`src/rtl/led_pkg.sv`:
```
package led_pkg;

  //////////////////////////////
  // Widths
  //////////////////////////////

  localparam int BUS_W     = 32; // Bus data and address
  localparam int LED_IDX_W = 8;  // 256 byte frame buffer
  localparam int REPEAT_W  = 4;
  localparam int PRESC_W   = 16;

  //////////////////////////////
  // Symbol timing, in ticks
  //////////////////////////////

  localparam int TICKS_PER_BIT = 24;
  localparam int T0_ACTIVE     = 8;  // Short pulse for a 0
  localparam int T1_ACTIVE     = 16; // Long pulse for a 1

  // Also holds TICKS_PER_BIT, the idle marker in the encoder
  localparam int TICK_CNT_W = $clog2(TICKS_PER_BIT + 1);

  localparam int BUF_SEL_BIT = 12; // High half of the map is the buffer

  // Register select, address bits 3:2
  typedef enum logic [1:0] {
    REG_CONFIG = 2'b00, // enable 31, irq_en 30, polarity 29
    REG_PRESC  = 2'b01, // prescale 15:0
    REG_UNUSED = 2'b10,
    REG_CTRL   = 2'b11  // start 31, busy 29, repeat 28:25, last 19:12, first 7:0
  } reg_sel_e;

  typedef enum logic [1:0] {
    S_IDLE,
    S_FETCH, // Read request to the buffer
    S_LOAD,  // Byte arrives
    S_SEND
  } seq_state_e;

endpackage

```
`src/rtl/led_cfg_if.sv`:
```
`timescale 1ns/1ps

interface led_cfg_if import led_pkg::*; ();

  logic                 enable;
  logic                 polarity;
  logic [LED_IDX_W-1:0] first_idx;
  logic [LED_IDX_W-1:0] last_idx;
  logic [REPEAT_W-1:0]  repeat_cnt; // Extra passes over the range
  logic                 start;      // One cycle pulse
  logic                 busy;

  modport regs (
    output enable, polarity, first_idx, last_idx, repeat_cnt, start,
    input  busy
  );

  modport seq (
    input  enable, first_idx, last_idx, repeat_cnt, start,
    output busy
  );

endinterface

```
`src/rtl/bit_encoder.sv`:
```
`timescale 1ns/1ps

module bit_encoder import led_pkg::*; (
  input  logic               clk,
  input  logic               rst_n,
  input  logic               enable_i,
  input  logic               polarity_i,
  input  logic [PRESC_W-1:0] presc_i,
  input  logic               bit_val_i,
  input  logic               bit_valid_i,
  output logic               bit_ready_o,
  output logic               sout_o
);

  logic [PRESC_W-1:0]    presc_cnt;
  logic [TICK_CNT_W-1:0] tick_cnt; // Symbol position, TICKS_PER_BIT when idle
  logic                  tick;
  logic                  idle;
  logic                  at_bound;
  logic                  take;
  logic                  dbit;
  logic                  polar;
  logic [TICK_CNT_W-1:0] active_len;
  logic                  level;

  // One tick every presc_i + 1 clocks
  assign tick     = (presc_cnt >= presc_i);
  assign idle     = (tick_cnt == TICK_CNT_W'(TICKS_PER_BIT));
  assign at_bound = (tick_cnt >= TICK_CNT_W'(TICKS_PER_BIT - 1)); // Last tick or idle
  assign take     = enable_i && tick && at_bound && bit_valid_i;

  assign bit_ready_o = take;

  // Pulse width coding, active part first
  assign active_len = dbit ? TICK_CNT_W'(T1_ACTIVE) : TICK_CNT_W'(T0_ACTIVE);
  assign level      = idle ? !polarity_i : ((tick_cnt < active_len) ? polar : !polar);

  always_ff @(posedge clk) begin
    if (!rst_n || !enable_i) begin
      presc_cnt <= '0;
      tick_cnt  <= TICK_CNT_W'(TICKS_PER_BIT);
      sout_o    <= 1'b0; // Line parked low
    end else begin
      presc_cnt <= tick ? '0 : presc_cnt + 1'b1;
      if (take) begin
        tick_cnt <= '0;
      end else if (tick && at_bound) begin
        tick_cnt <= TICK_CNT_W'(TICKS_PER_BIT); // Nothing offered, wait
      end else if (tick) begin
        tick_cnt <= tick_cnt + 1'b1;
      end
      sout_o <= level;
    end
  end

  // Bit and polarity fixed for the whole symbol
  always_ff @(posedge clk) begin
    if (take) begin
      dbit  <= bit_val_i;
      polar <= polarity_i;
    end
  end

endmodule

```
`src/rtl/frame_buffer.sv`:
```
`timescale 1ns/1ps

module frame_buffer import led_pkg::*; (
  input  logic                 clk,
  input  logic                 we_i,
  input  logic [LED_IDX_W-1:0] waddr_i,
  input  logic [7:0]           wdata_i,
  input  logic                 rd_en_i,
  input  logic [LED_IDX_W-1:0] rd_addr_i,
  output logic [7:0]           rd_data_o
);

  logic [7:0] mem [1 << LED_IDX_W];

  // Host side
  always_ff @(posedge clk) begin
    if (we_i) begin
      mem[waddr_i] <= wdata_i;
    end
  end

  // Sequencer side, data one cycle after the request
  always_ff @(posedge clk) begin
    if (rd_en_i) begin
      rd_data_o <= mem[rd_addr_i];
    end
  end

endmodule

```
`src/rtl/frame_sequencer.sv`:
```
`timescale 1ns/1ps

module frame_sequencer import led_pkg::*; (
  input  logic                 clk,
  input  logic                 rst_n,
  led_cfg_if.seq               cfg,
  output logic                 rd_en_o,
  output logic [LED_IDX_W-1:0] rd_addr_o,
  input  logic [7:0]           rd_data_i,
  output logic                 bit_val_o,
  output logic                 bit_valid_o,
  input  logic                 bit_ready_i
);

  seq_state_e           state;
  logic [LED_IDX_W-1:0] idx;      // Byte being sent
  logic [LED_IDX_W-1:0] first_q;
  logic [LED_IDX_W-1:0] last_q;
  logic [REPEAT_W-1:0]  rep_left; // Passes still to go after this one
  logic [2:0]           bit_cnt;  // 7 down to 0, MSB first
  logic [7:0]           byte_q;

  //////////////////////////////
  // Control FSM
  //////////////////////////////

  always_ff @(posedge clk) begin
    if (!rst_n) begin
      state    <= S_IDLE;
      idx      <= '0;
      first_q  <= '0;
      last_q   <= '0;
      rep_left <= '0;
      bit_cnt  <= '0;
    end else if (!cfg.enable) begin
      state <= S_IDLE; // Abort any frame in flight
    end else begin
      case (state)
        S_IDLE: begin
          if (cfg.start) begin
            first_q  <= cfg.first_idx;
            last_q   <= cfg.last_idx;
            rep_left <= cfg.repeat_cnt;
            idx      <= cfg.first_idx;
            state    <= S_FETCH;
          end
        end
        S_FETCH: state <= S_LOAD;
        S_LOAD: begin
          bit_cnt <= 3'd7;
          state   <= S_SEND;
        end
        S_SEND: begin
          if (bit_ready_i) begin
            if (bit_cnt != 3'd0) begin
              bit_cnt <= bit_cnt - 3'd1;
            end else if (idx != last_q) begin
              idx   <= idx + 1'b1;
              state <= S_FETCH;
            end else if (rep_left != '0) begin
              // Wrap for another pass
              rep_left <= rep_left - 1'b1;
              idx      <= first_q;
              state    <= S_FETCH;
            end else begin
              state <= S_IDLE;
            end
          end
        end
        default: state <= S_IDLE;
      endcase
    end
  end

  always_ff @(posedge clk) begin
    if (state == S_LOAD) begin
      byte_q <= rd_data_i;
    end
  end

  assign rd_en_o     = (state == S_FETCH);
  assign rd_addr_o   = idx;
  assign bit_valid_o = (state == S_SEND); // Held until the encoder takes it
  assign bit_val_o   = byte_q[bit_cnt];
  assign cfg.busy    = (state != S_IDLE);

endmodule

```
`src/rtl/led_regs.sv`:
```
`timescale 1ns/1ps

module led_regs import led_pkg::*; (
  input  logic                 clk,
  input  logic                 rst_n,
  input  logic                 wb_cyc_i,
  input  logic                 wb_stb_i,
  input  logic                 wb_we_i,
  input  logic [BUS_W-1:0]     wb_adr_i,
  input  logic [BUS_W-1:0]     wb_dat_i,
  output logic [BUS_W-1:0]     wb_dat_o,
  output logic                 wb_ack_o,
  output logic                 irq_o,
  led_cfg_if.regs              cfg,
  output logic [PRESC_W-1:0]   presc_o,
  output logic                 buf_we_o,
  output logic [LED_IDX_W-1:0] buf_waddr_o,
  output logic [7:0]           buf_wdata_o
);

  logic             req;
  logic             buf_hit;
  reg_sel_e         sel;
  logic             irq_en;
  logic             start_pend; // Start seen, fires after the ack
  logic             busy_q;
  logic [BUS_W-1:0] rd_word;

  assign req     = wb_cyc_i && wb_stb_i && !wb_ack_o; // Not yet acked
  assign buf_hit = wb_adr_i[BUF_SEL_BIT];
  assign sel     = reg_sel_e'(wb_adr_i[3:2]);

  // Readback, buffer window and spare slot read zero
  always_comb begin
    rd_word = '0;
    if (!buf_hit) begin
      case (sel)
        REG_CONFIG: begin
          rd_word[31] = cfg.enable;
          rd_word[30] = irq_en;
          rd_word[29] = cfg.polarity;
        end
        REG_PRESC: rd_word[0 +: PRESC_W] = presc_o;
        REG_CTRL: begin
          rd_word[29]             = cfg.busy;
          rd_word[25 +: REPEAT_W] = cfg.repeat_cnt;
          rd_word[12 +: LED_IDX_W] = cfg.last_idx;
          rd_word[0 +: LED_IDX_W]  = cfg.first_idx;
        end
        default: rd_word = '0;
      endcase
    end
  end

  //////////////////////////////
  // Bus cycle and config fields
  //////////////////////////////

  always_ff @(posedge clk) begin
    if (!rst_n) begin
      wb_ack_o       <= 1'b0;
      buf_we_o       <= 1'b0;
      start_pend     <= 1'b0;
      cfg.start      <= 1'b0;
      cfg.enable     <= 1'b0;
      cfg.polarity   <= 1'b0;
      cfg.first_idx  <= '0;
      cfg.last_idx   <= '0;
      cfg.repeat_cnt <= '0;
      irq_en         <= 1'b0;
      presc_o        <= '0;
    end else begin
      wb_ack_o   <= req;
      buf_we_o   <= req && wb_we_i && buf_hit; // High during the ack
      start_pend <= req && wb_we_i && !buf_hit && (sel == REG_CTRL) && wb_dat_i[31];
      cfg.start  <= start_pend;

      if (req && wb_we_i && !buf_hit) begin
        case (sel)
          REG_CONFIG: begin
            cfg.enable   <= wb_dat_i[31];
            irq_en       <= wb_dat_i[30];
            cfg.polarity <= wb_dat_i[29];
          end
          REG_PRESC: presc_o <= wb_dat_i[0 +: PRESC_W];
          REG_CTRL: begin
            cfg.repeat_cnt <= wb_dat_i[25 +: REPEAT_W];
            cfg.last_idx   <= wb_dat_i[12 +: LED_IDX_W];
            cfg.first_idx  <= wb_dat_i[0 +: LED_IDX_W];
          end
          default: ;
        endcase
      end
    end
  end

  // Read data and buffer write payload
  always_ff @(posedge clk) begin
    if (req) begin
      wb_dat_o <= rd_word;
    end
    buf_waddr_o <= wb_adr_i[2 +: LED_IDX_W]; // Word addressed
    buf_wdata_o <= wb_dat_i[7:0];
  end

  // Frame done interrupt, skipped when the frame was aborted
  always_ff @(posedge clk) begin
    if (!rst_n) begin
      busy_q <= 1'b0;
      irq_o  <= 1'b0;
    end else begin
      busy_q <= cfg.busy;
      irq_o  <= irq_en && cfg.enable && busy_q && !cfg.busy;
    end
  end

endmodule

```
`src/rtl/string_led_top.sv`:
```
`timescale 1ns/1ps

module string_led_top import led_pkg::*; (
  input  logic             clk,
  input  logic             rst_n,
  input  logic             wb_cyc_i,
  input  logic             wb_stb_i,
  input  logic             wb_we_i,
  input  logic [BUS_W-1:0] wb_adr_i,
  input  logic [BUS_W-1:0] wb_dat_i,
  output logic [BUS_W-1:0] wb_dat_o,
  output logic             wb_ack_o,
  output logic             irq_o,
  output logic             sout_o
);

  logic [PRESC_W-1:0]   presc;
  logic                 buf_we;
  logic [LED_IDX_W-1:0] buf_waddr;
  logic [7:0]           buf_wdata;
  logic                 rd_en;
  logic [LED_IDX_W-1:0] rd_addr;
  logic [7:0]           rd_data;
  logic                 bit_val;
  logic                 bit_valid;
  logic                 bit_ready;

  led_cfg_if cfg_if ();

  led_regs u_led_regs (
    .clk         (clk),
    .rst_n       (rst_n),
    .wb_cyc_i    (wb_cyc_i),
    .wb_stb_i    (wb_stb_i),
    .wb_we_i     (wb_we_i),
    .wb_adr_i    (wb_adr_i),
    .wb_dat_i    (wb_dat_i),
    .wb_dat_o    (wb_dat_o),
    .wb_ack_o    (wb_ack_o),
    .irq_o       (irq_o),
    .cfg         (cfg_if.regs),
    .presc_o     (presc),
    .buf_we_o    (buf_we),
    .buf_waddr_o (buf_waddr),
    .buf_wdata_o (buf_wdata)
  );

  frame_buffer u_frame_buffer (
    .clk       (clk),
    .we_i      (buf_we),
    .waddr_i   (buf_waddr),
    .wdata_i   (buf_wdata),
    .rd_en_i   (rd_en),
    .rd_addr_i (rd_addr),
    .rd_data_o (rd_data)
  );

  frame_sequencer u_frame_sequencer (
    .clk         (clk),
    .rst_n       (rst_n),
    .cfg         (cfg_if.seq),
    .rd_en_o     (rd_en),
    .rd_addr_o   (rd_addr),
    .rd_data_i   (rd_data),
    .bit_val_o   (bit_val),
    .bit_valid_o (bit_valid),
    .bit_ready_i (bit_ready)
  );

  bit_encoder u_bit_encoder (
    .clk         (clk),
    .rst_n       (rst_n),
    .enable_i    (cfg_if.enable),
    .polarity_i  (cfg_if.polarity),
    .presc_i     (presc),
    .bit_val_i   (bit_val),
    .bit_valid_i (bit_valid),
    .bit_ready_o (bit_ready),
    .sout_o      (sout_o)
  );

endmodule

```
`config.mk`:
```
export PLATFORM = sky130hd
export DESIGN_NAME = string_led_top
export DESIGN_NICKNAME = d
export VERILOG_FILES = /design/src/rtl/led_pkg.sv /design/src/rtl/led_cfg_if.sv /design/src/rtl/bit_encoder.sv /design/src/rtl/frame_buffer.sv /design/src/rtl/frame_sequencer.sv /design/src/rtl/led_regs.sv /design/src/rtl/string_led_top.sv
export SDC_FILE = /design/constraint.sdc
export NUM_CORES = 2
export LEC_CHECK = 0
export BUFFER_PORTS_ARGS = -buffer_cell sky130_fd_sc_hd__buf_2
export CAP_MARGIN = 20
export CORE_MARGIN = 8
export CORE_UTILIZATION = 50
export CTS_CLUSTER_SIZE = 16
export DETAILED_ROUTE_END_ITERATION = 10
export PLACE_DENSITY = 0.64
export RECOVER_POWER = 25
export SLEW_MARGIN = 5
export SYNTH_ARGS = -nofsm -noshare
export SYNTH_HDL_FRONTEND = slang
export SYNTH_SLANG_ARGS = --single-unit
```
`constraint.sdc`:
```
create_clock -name clk -period 7.5 [get_ports clk]
set_input_delay 1.125 -clock clk [delete_from_list [all_inputs] [get_ports clk]]
set_output_delay 1.125 -clock clk [all_outputs]
set_load 0.1 [all_outputs]
```
[Yosys cells after proc, flatten, opt, wreduce, memory -nomap -nowiden]
Memories as Yosys holds them, arrays and structs flattened. A register that Yosys moved wholly into a read port is not among the register bits.
Cells that the tools add are included.
Word-level totals
  memories: 1
  output and inout port bits: 35
  register bits after elaboration: 158
  bits in writable memories: 2048
Memory list
  u_frame_buffer.mem: words 256, bits a word 8, rd ports 1, clocked after Yosys merged registers in 1, write ports 1, line frame_buffer.sv:13  | logic [7:0] mem [1 << LED_IDX_W];
Cells by class
  order comparisons: 4
  $add $sub $neg: 5
  eq/ne operators: 14
  reduce and logical (&&, ||, !) cells: 44
  bitwise gates (word level): 3
  multiplexer cells: 34
Operators by type and width (number)
  8-bit 2-to-1 mux: 5
  8-bit case mux with 2 select lines: 2
  4-bit 2-to-1 mux: 5
  5-bit 2-to-1 mux: 4
  16-bit by 1-bit adder with 16-bit output (second input constant): 1
  16-bit greater-or-equal comparator: 1
  4-bit case mux with 2 select lines: 2
  1-bit logical AND: 14
  2-bit != test (second input constant): 6
  8-bit by 1-bit adder with 8-bit output (second input constant): 1
  2-bit 2-to-1 mux: 4
  8-bit != test: 1
  2-bit case mux with 4 select lines: 1
  2-bit AND reduction: 4
  2-bit OR reduction: 4
  1-bit zero test: 7
  7-bit AND reduction: 1
  2-bit equality test (second input constant): 3
  1-bit 2-to-1 mux: 6
  3-bit 2-to-1 mux: 2
  3-bit case mux with 2 select lines: 1
  3-bit AND reduction: 2
  6-bit AND reduction: 1
  2-bit nonzero test: 3
  other kinds (18): 23

[Logic depth before layout (Yosys ltp)]
  depth in word-level cells: 6
  mapped depth: 12
  mapped depth without buffers: 9

[Hierarchy]
From an unflattened synthesis, not the netlist that was laid out.
Unflattened totals
  cells, all modules: 4437
  area, all modules: 86611.8 sq um
Modules (own cells, without submodules)
  frame_buffer: area each 79636.4 sq um, cells an instance 3733, times used 1
  led_regs: area each 3194.3 sq um, cells an instance 264, times used 1
  frame_sequencer: area each 2249.7 sq um, cells an instance 262, times used 1
  bit_encoder: area each 1531.5 sq um, cells an instance 178, times used 1

[Least setup slack after synthesis]
Ideal clock, no wire load.
  path type: register -> register
  from: register u_led_regs.buf_wdata_o[0]
  to: memory u_frame_buffer.mem[0][0], data pin
  required time: 6.648 ns
  library setup time: 0.852 ns
  data arrival time: 3.382 ns
  path buffers: 0
  stages on the path, launching flop included: 1
  setup slack: 3.266 ns
  path through: dfxtp_1
RTL lines
  start: declaration: line led_regs.sv:18  | output logic [7:0] buf_wdata_o
  start signal: assignment: line led_regs.sv:103  | buf_wdata_o <= wb_dat_i[7:0];
  end: declaration: line frame_buffer.sv:13
No word-level cell before the write port.

[Worst setup path in the final report]
  from: register u_led_regs.buf_wdata_o[5]
  to: memory u_frame_buffer.mem[150][5], data pin
No word-level cell before the write port.

==> results.md <==
Status:
- The run finished, with violations left.
- The final reports fail on capacitance limit, slew limit.

Layout:
- The net count of the finished layout is 4736.
- The layout overhead on the synthesized area is 10.6%.
- Once layout is complete, the utilization of the core stands at 0.557.
- In the layout the commonest cells are edfxtp_1, mux4_2, nor2_1, nand2_1, clkbuf_16.
- The fraction of final layout cells with drive strength greater than 1 is 0.185.
- Leaving out fill and tap cells, the most frequent cell in the layout is edfxtp_1.

Timing:
- The worst clock skew is 0.0496 ns.
- Of the available clock period, the critical path in the final layout requires 0.766.
- The remaining max-slew budget at the tightest pin is -2.38.
- Based on the critical path, the design can be clocked at up to 0.174 GHz.
- For the final routed database, the setup TNS stands at 0 ns.
- The number of max-slew violations in the final report is 1030.
- The final count of hold timing violations was 0.
- Setup repair after global routing left no endpoint under its margin.
- The final critical-path required period is 5.74 ns.
- For the pin with the worst max-slew slack, the measured transition is 5.08 ns.
- Setup violations remaining at the end of the flow were counted as 0.

Global route:
- The number of global-route vias before repair is 44.3k.
- In the global route stage, overall resource usage came out at 0.238.
- The number of antenna violations at the first check in global routing came to 14.
- The total overflow reported by the global router is 0.
- The wire length of the first global-routing pass is 322000 um.
- Entering global routing, the biggest net connects 231 pins.

Synthesis:
- A synthesized cell averages 19.2 um2.
- The number of instances in the synthesized netlist is 4515.
- Synthesis inferred 2209 register bits.
- The sequential fraction of the synthesis area is 0.753.
- The cell taking the most area after synthesis is edfxtp_1.
- The number of synthesis warnings is 0.
- After synthesis, the cell types taking the most area are edfxtp_1, mux4_2, dfxtp_1.
- The fraction of synthesized cell area taken by the top area cell type is 0.726.
- The synthesized netlist contains 79 unique library cells.
- In this run the cell area of the synthesized design comes to 86600 um2.
- Counting flops with a built-in enable in the synthesized netlist gives 2093.
- The most common flop cell mapped by yosys is edfxtp_1.
- For this run, asynchronously set or reset flops after synthesis account for 0.

Flow run:
- Max-cap violations in this run came to 13.

Detailed routing:
- The via count of the routed design is 45.0k.
- The routed design has 227000 um of wire.
- The DRC violations left is 0.
- The number of DRC markers after the initial detailed-route iteration is 6098.
- The count of antenna-violating nets left after detailed routing is 0.
- The mean number of vias per cell is 6.32.
- The average wire per standard cell is 31.8 um.
- Before antenna repair, the detailed router went through 5 iterations.

Critical path:
- The endpoint class of the critical path is a flop.
- The largest single stage delay on the critical path is 3.32 ns.
- The kind of critical path is reg2reg.
- The critical path goes through clkbuf_2.
- The number of cells on the worst reg-to-reg path is 1.
- The slowest stage of the critical path is the clkbuf_2 cell.
- Counting both buffers and inverters, the worst setup path holds a total of 1.
- The largest fanout on the critical path is 230.
- The critical path launch point is u_led_regs.buf_wdata_o[5]$_DFF_P_.
- Data on the critical path is required at its endpoint by 7.37 ns.
- The cell family contributing the most delay on the critical path is buffers and inverters.
- The count of cell instances traversed by the critical path is 1.
- In this run the critical register-to-register path is launched from u_led_regs.buf_wdata_o[5]$_DFF_P_.
- The launching element type of the critical path is a flop.
- For the worst setup path, the data arrival time is 5.61 ns.

Clock network:
- TritonCTS built the clock tree.
- After clock tree synthesis, the clock-pin slew on the worst setup and hold paths is 0.06 ns.
- In this run, CTS created clock tree buffers numbering 215.
- The clock tree root buffer cell is clkbuf_16.
- Post-CTS repair changed the size of 0 cells.
- The longest clock path from root to sink contains 3 buffers.
- The number of hold-repair buffers added at the cts stage is 0.
- The clock tree synthesis step divided the H-tree into 4 levels.
- The number of post-CTS setup repair buffers is 0.
- The total number of clock tree sinks is 2209.
- The later pin in the worst-skew pair is clocked with a latency of 0.84 ns.

Placed design:
- After legalization and detailed placement, the total HPWL measured 135000 um.
- The routability-driven placement congestion ratio is 0.855.
- The port buffer count is 70.

Die:
- The total number of placement rows is 152.
- For this configuration, the core starts out at a cell density of 0.504.
- The vertical extent of the die is 432 um.
- 104 I/O pins were placed.
- The die outline area is 187000 um2.
- Measured along the x axis, the die boundary spans 432 um.
- In this run the standard cell core region covers 172000 um2.

Worst hold path:
- The worst min-delay path category is in2reg.
- Counting instances, the worst hold path has a depth of 1.
- The start point of the worst min-delay path is wb_adr_i[6].

Power and ir drop:
- The worst-case IR drop observed on VDD is 252 uV.
- In this run the static leakage power is 28.9 nW.
- For this design the ratio of total power to cell area is 251 nW/um2.
-- Yosys cell counts (all sizes together), types with 28 or more instances --
master,n
nor2,332
nand3,58
edfxtp,2093
a21oi,149
nor2b,28
mux4,441
o22ai,43
a22oi,82
dfxtp,116
clkbuf,112
inv,37
buf,163
a221oi,34
ha,31
o21ai,44
a211oi,28
nand2,227
mux2i,177
-- metrics by stage --
stage               worst slack, ns  cells  area, um2  total power [mW]  hold slack [ns]
detailed placement             3.04   6726      89200              14.1            0.416
finish                         1.76   7125      95700              24.1            0.384
global route                   1.47   7123      95700              24.6            0.344
floorplan                      3.27   4519      86600              14.0            0.400
global placement               3.01   6725      89200              14.1            0.417
CTS                            3.01   7120      95800              24.2            0.326
-- flip-flops by register name, summed over array words and instances (netlist names), 2 cells and up --
| register | count |
|---|---|
| u_led_regs.presc_o | 16 |
| u_led_regs.buf_waddr_o | 8 |
| u_frame_buffer.rd_data_o | 8 |
| u_led_regs.wb_dat_o | 27 |
| u_frame_sequencer.bit_cnt | 3 |
| u_bit_encoder.tick_cnt | 5 |
| u_frame_sequencer.byte_q | 8 |
| u_frame_sequencer.last_q | 8 |
| u_led_regs.buf_wdata_o | 8 |
| u_frame_sequencer.rep_left | 4 |
| u_bit_encoder.presc_cnt | 16 |
| u_frame_sequencer.first_q | 8 |
| u_frame_sequencer.state | 2 |
| u_frame_sequencer.rd_addr_o | 8 |
| u_led_regs.cfg.repeat_cnt | 4 |
| u_frame_buffer.mem | 2048 |
| u_led_regs.cfg.last_idx | 8 |
| u_led_regs.cfg.first_idx | 8 |
-- final timing paths --
| check | end | slack, ns |
|---|---|---|
| worst max-delay path | u_frame_buffer.mem[150][5]$_DFFE_PP_ | 1.76 |
| worst min-delay path | u_led_regs.buf_waddr_o[4]$_DFF_P_ | 0.38 |
| worst max register to register | u_frame_buffer.mem[150][5]$_DFFE_PP_ | 1.76 |
| worst min register to register | u_frame_sequencer.byte_q[1]$_DFFE_PP_ | 0.42 |
-- cell families (layout without fill, tap and decap cells) --
family | after synthesis | after routing | share of synthesized area
AO/OA/AOI/OAI | 527 | 527 | 0.0419
multiplexers | 636 | 636 | 0.139
adder cells (fa/ha/maj) | 31 | 31 | 0.00448
other | 1 | 7 | 0.0000433
flip-flops | 2209 | 2209 | 0.753
XOR/XNOR | 28 | 28 | 0.00283
AND/OR/NAND/NOR | 771 | 771 | 0.0389
buffers and inverters | 312 | 606 | 0.0203
-- layer usage --
layer  track usage  vias up  routed length, um
li1              -    18600                  -
met1         0.336    23600              89700
met2         0.368     2352             105000
met3        0.0563      452              23000
met4        0.0842       10               8920
met5             0        -                 57
-- where the power goes --
group | internal [mW] | switching [mW]
combinational | 0.0255 | 0.262
clock | 5.67 | 4.56
sequential | 13.5 | 0.0473
-- layout make-up --
cell class | count | area [um2]
multi-input cells | 1998 | 19700
flip-flops and latches | 2209 | 65200
diodes | 2 | 5.00
clock inverters | 113 | 897
inverters | 37 | 140
fillers | 13000 | 76000
repair buffers | 175 | 1230
clock buffers | 281 | 5680
well taps | 2310 | 2890
Note: power is estimated with default switching activity, not from simulation.
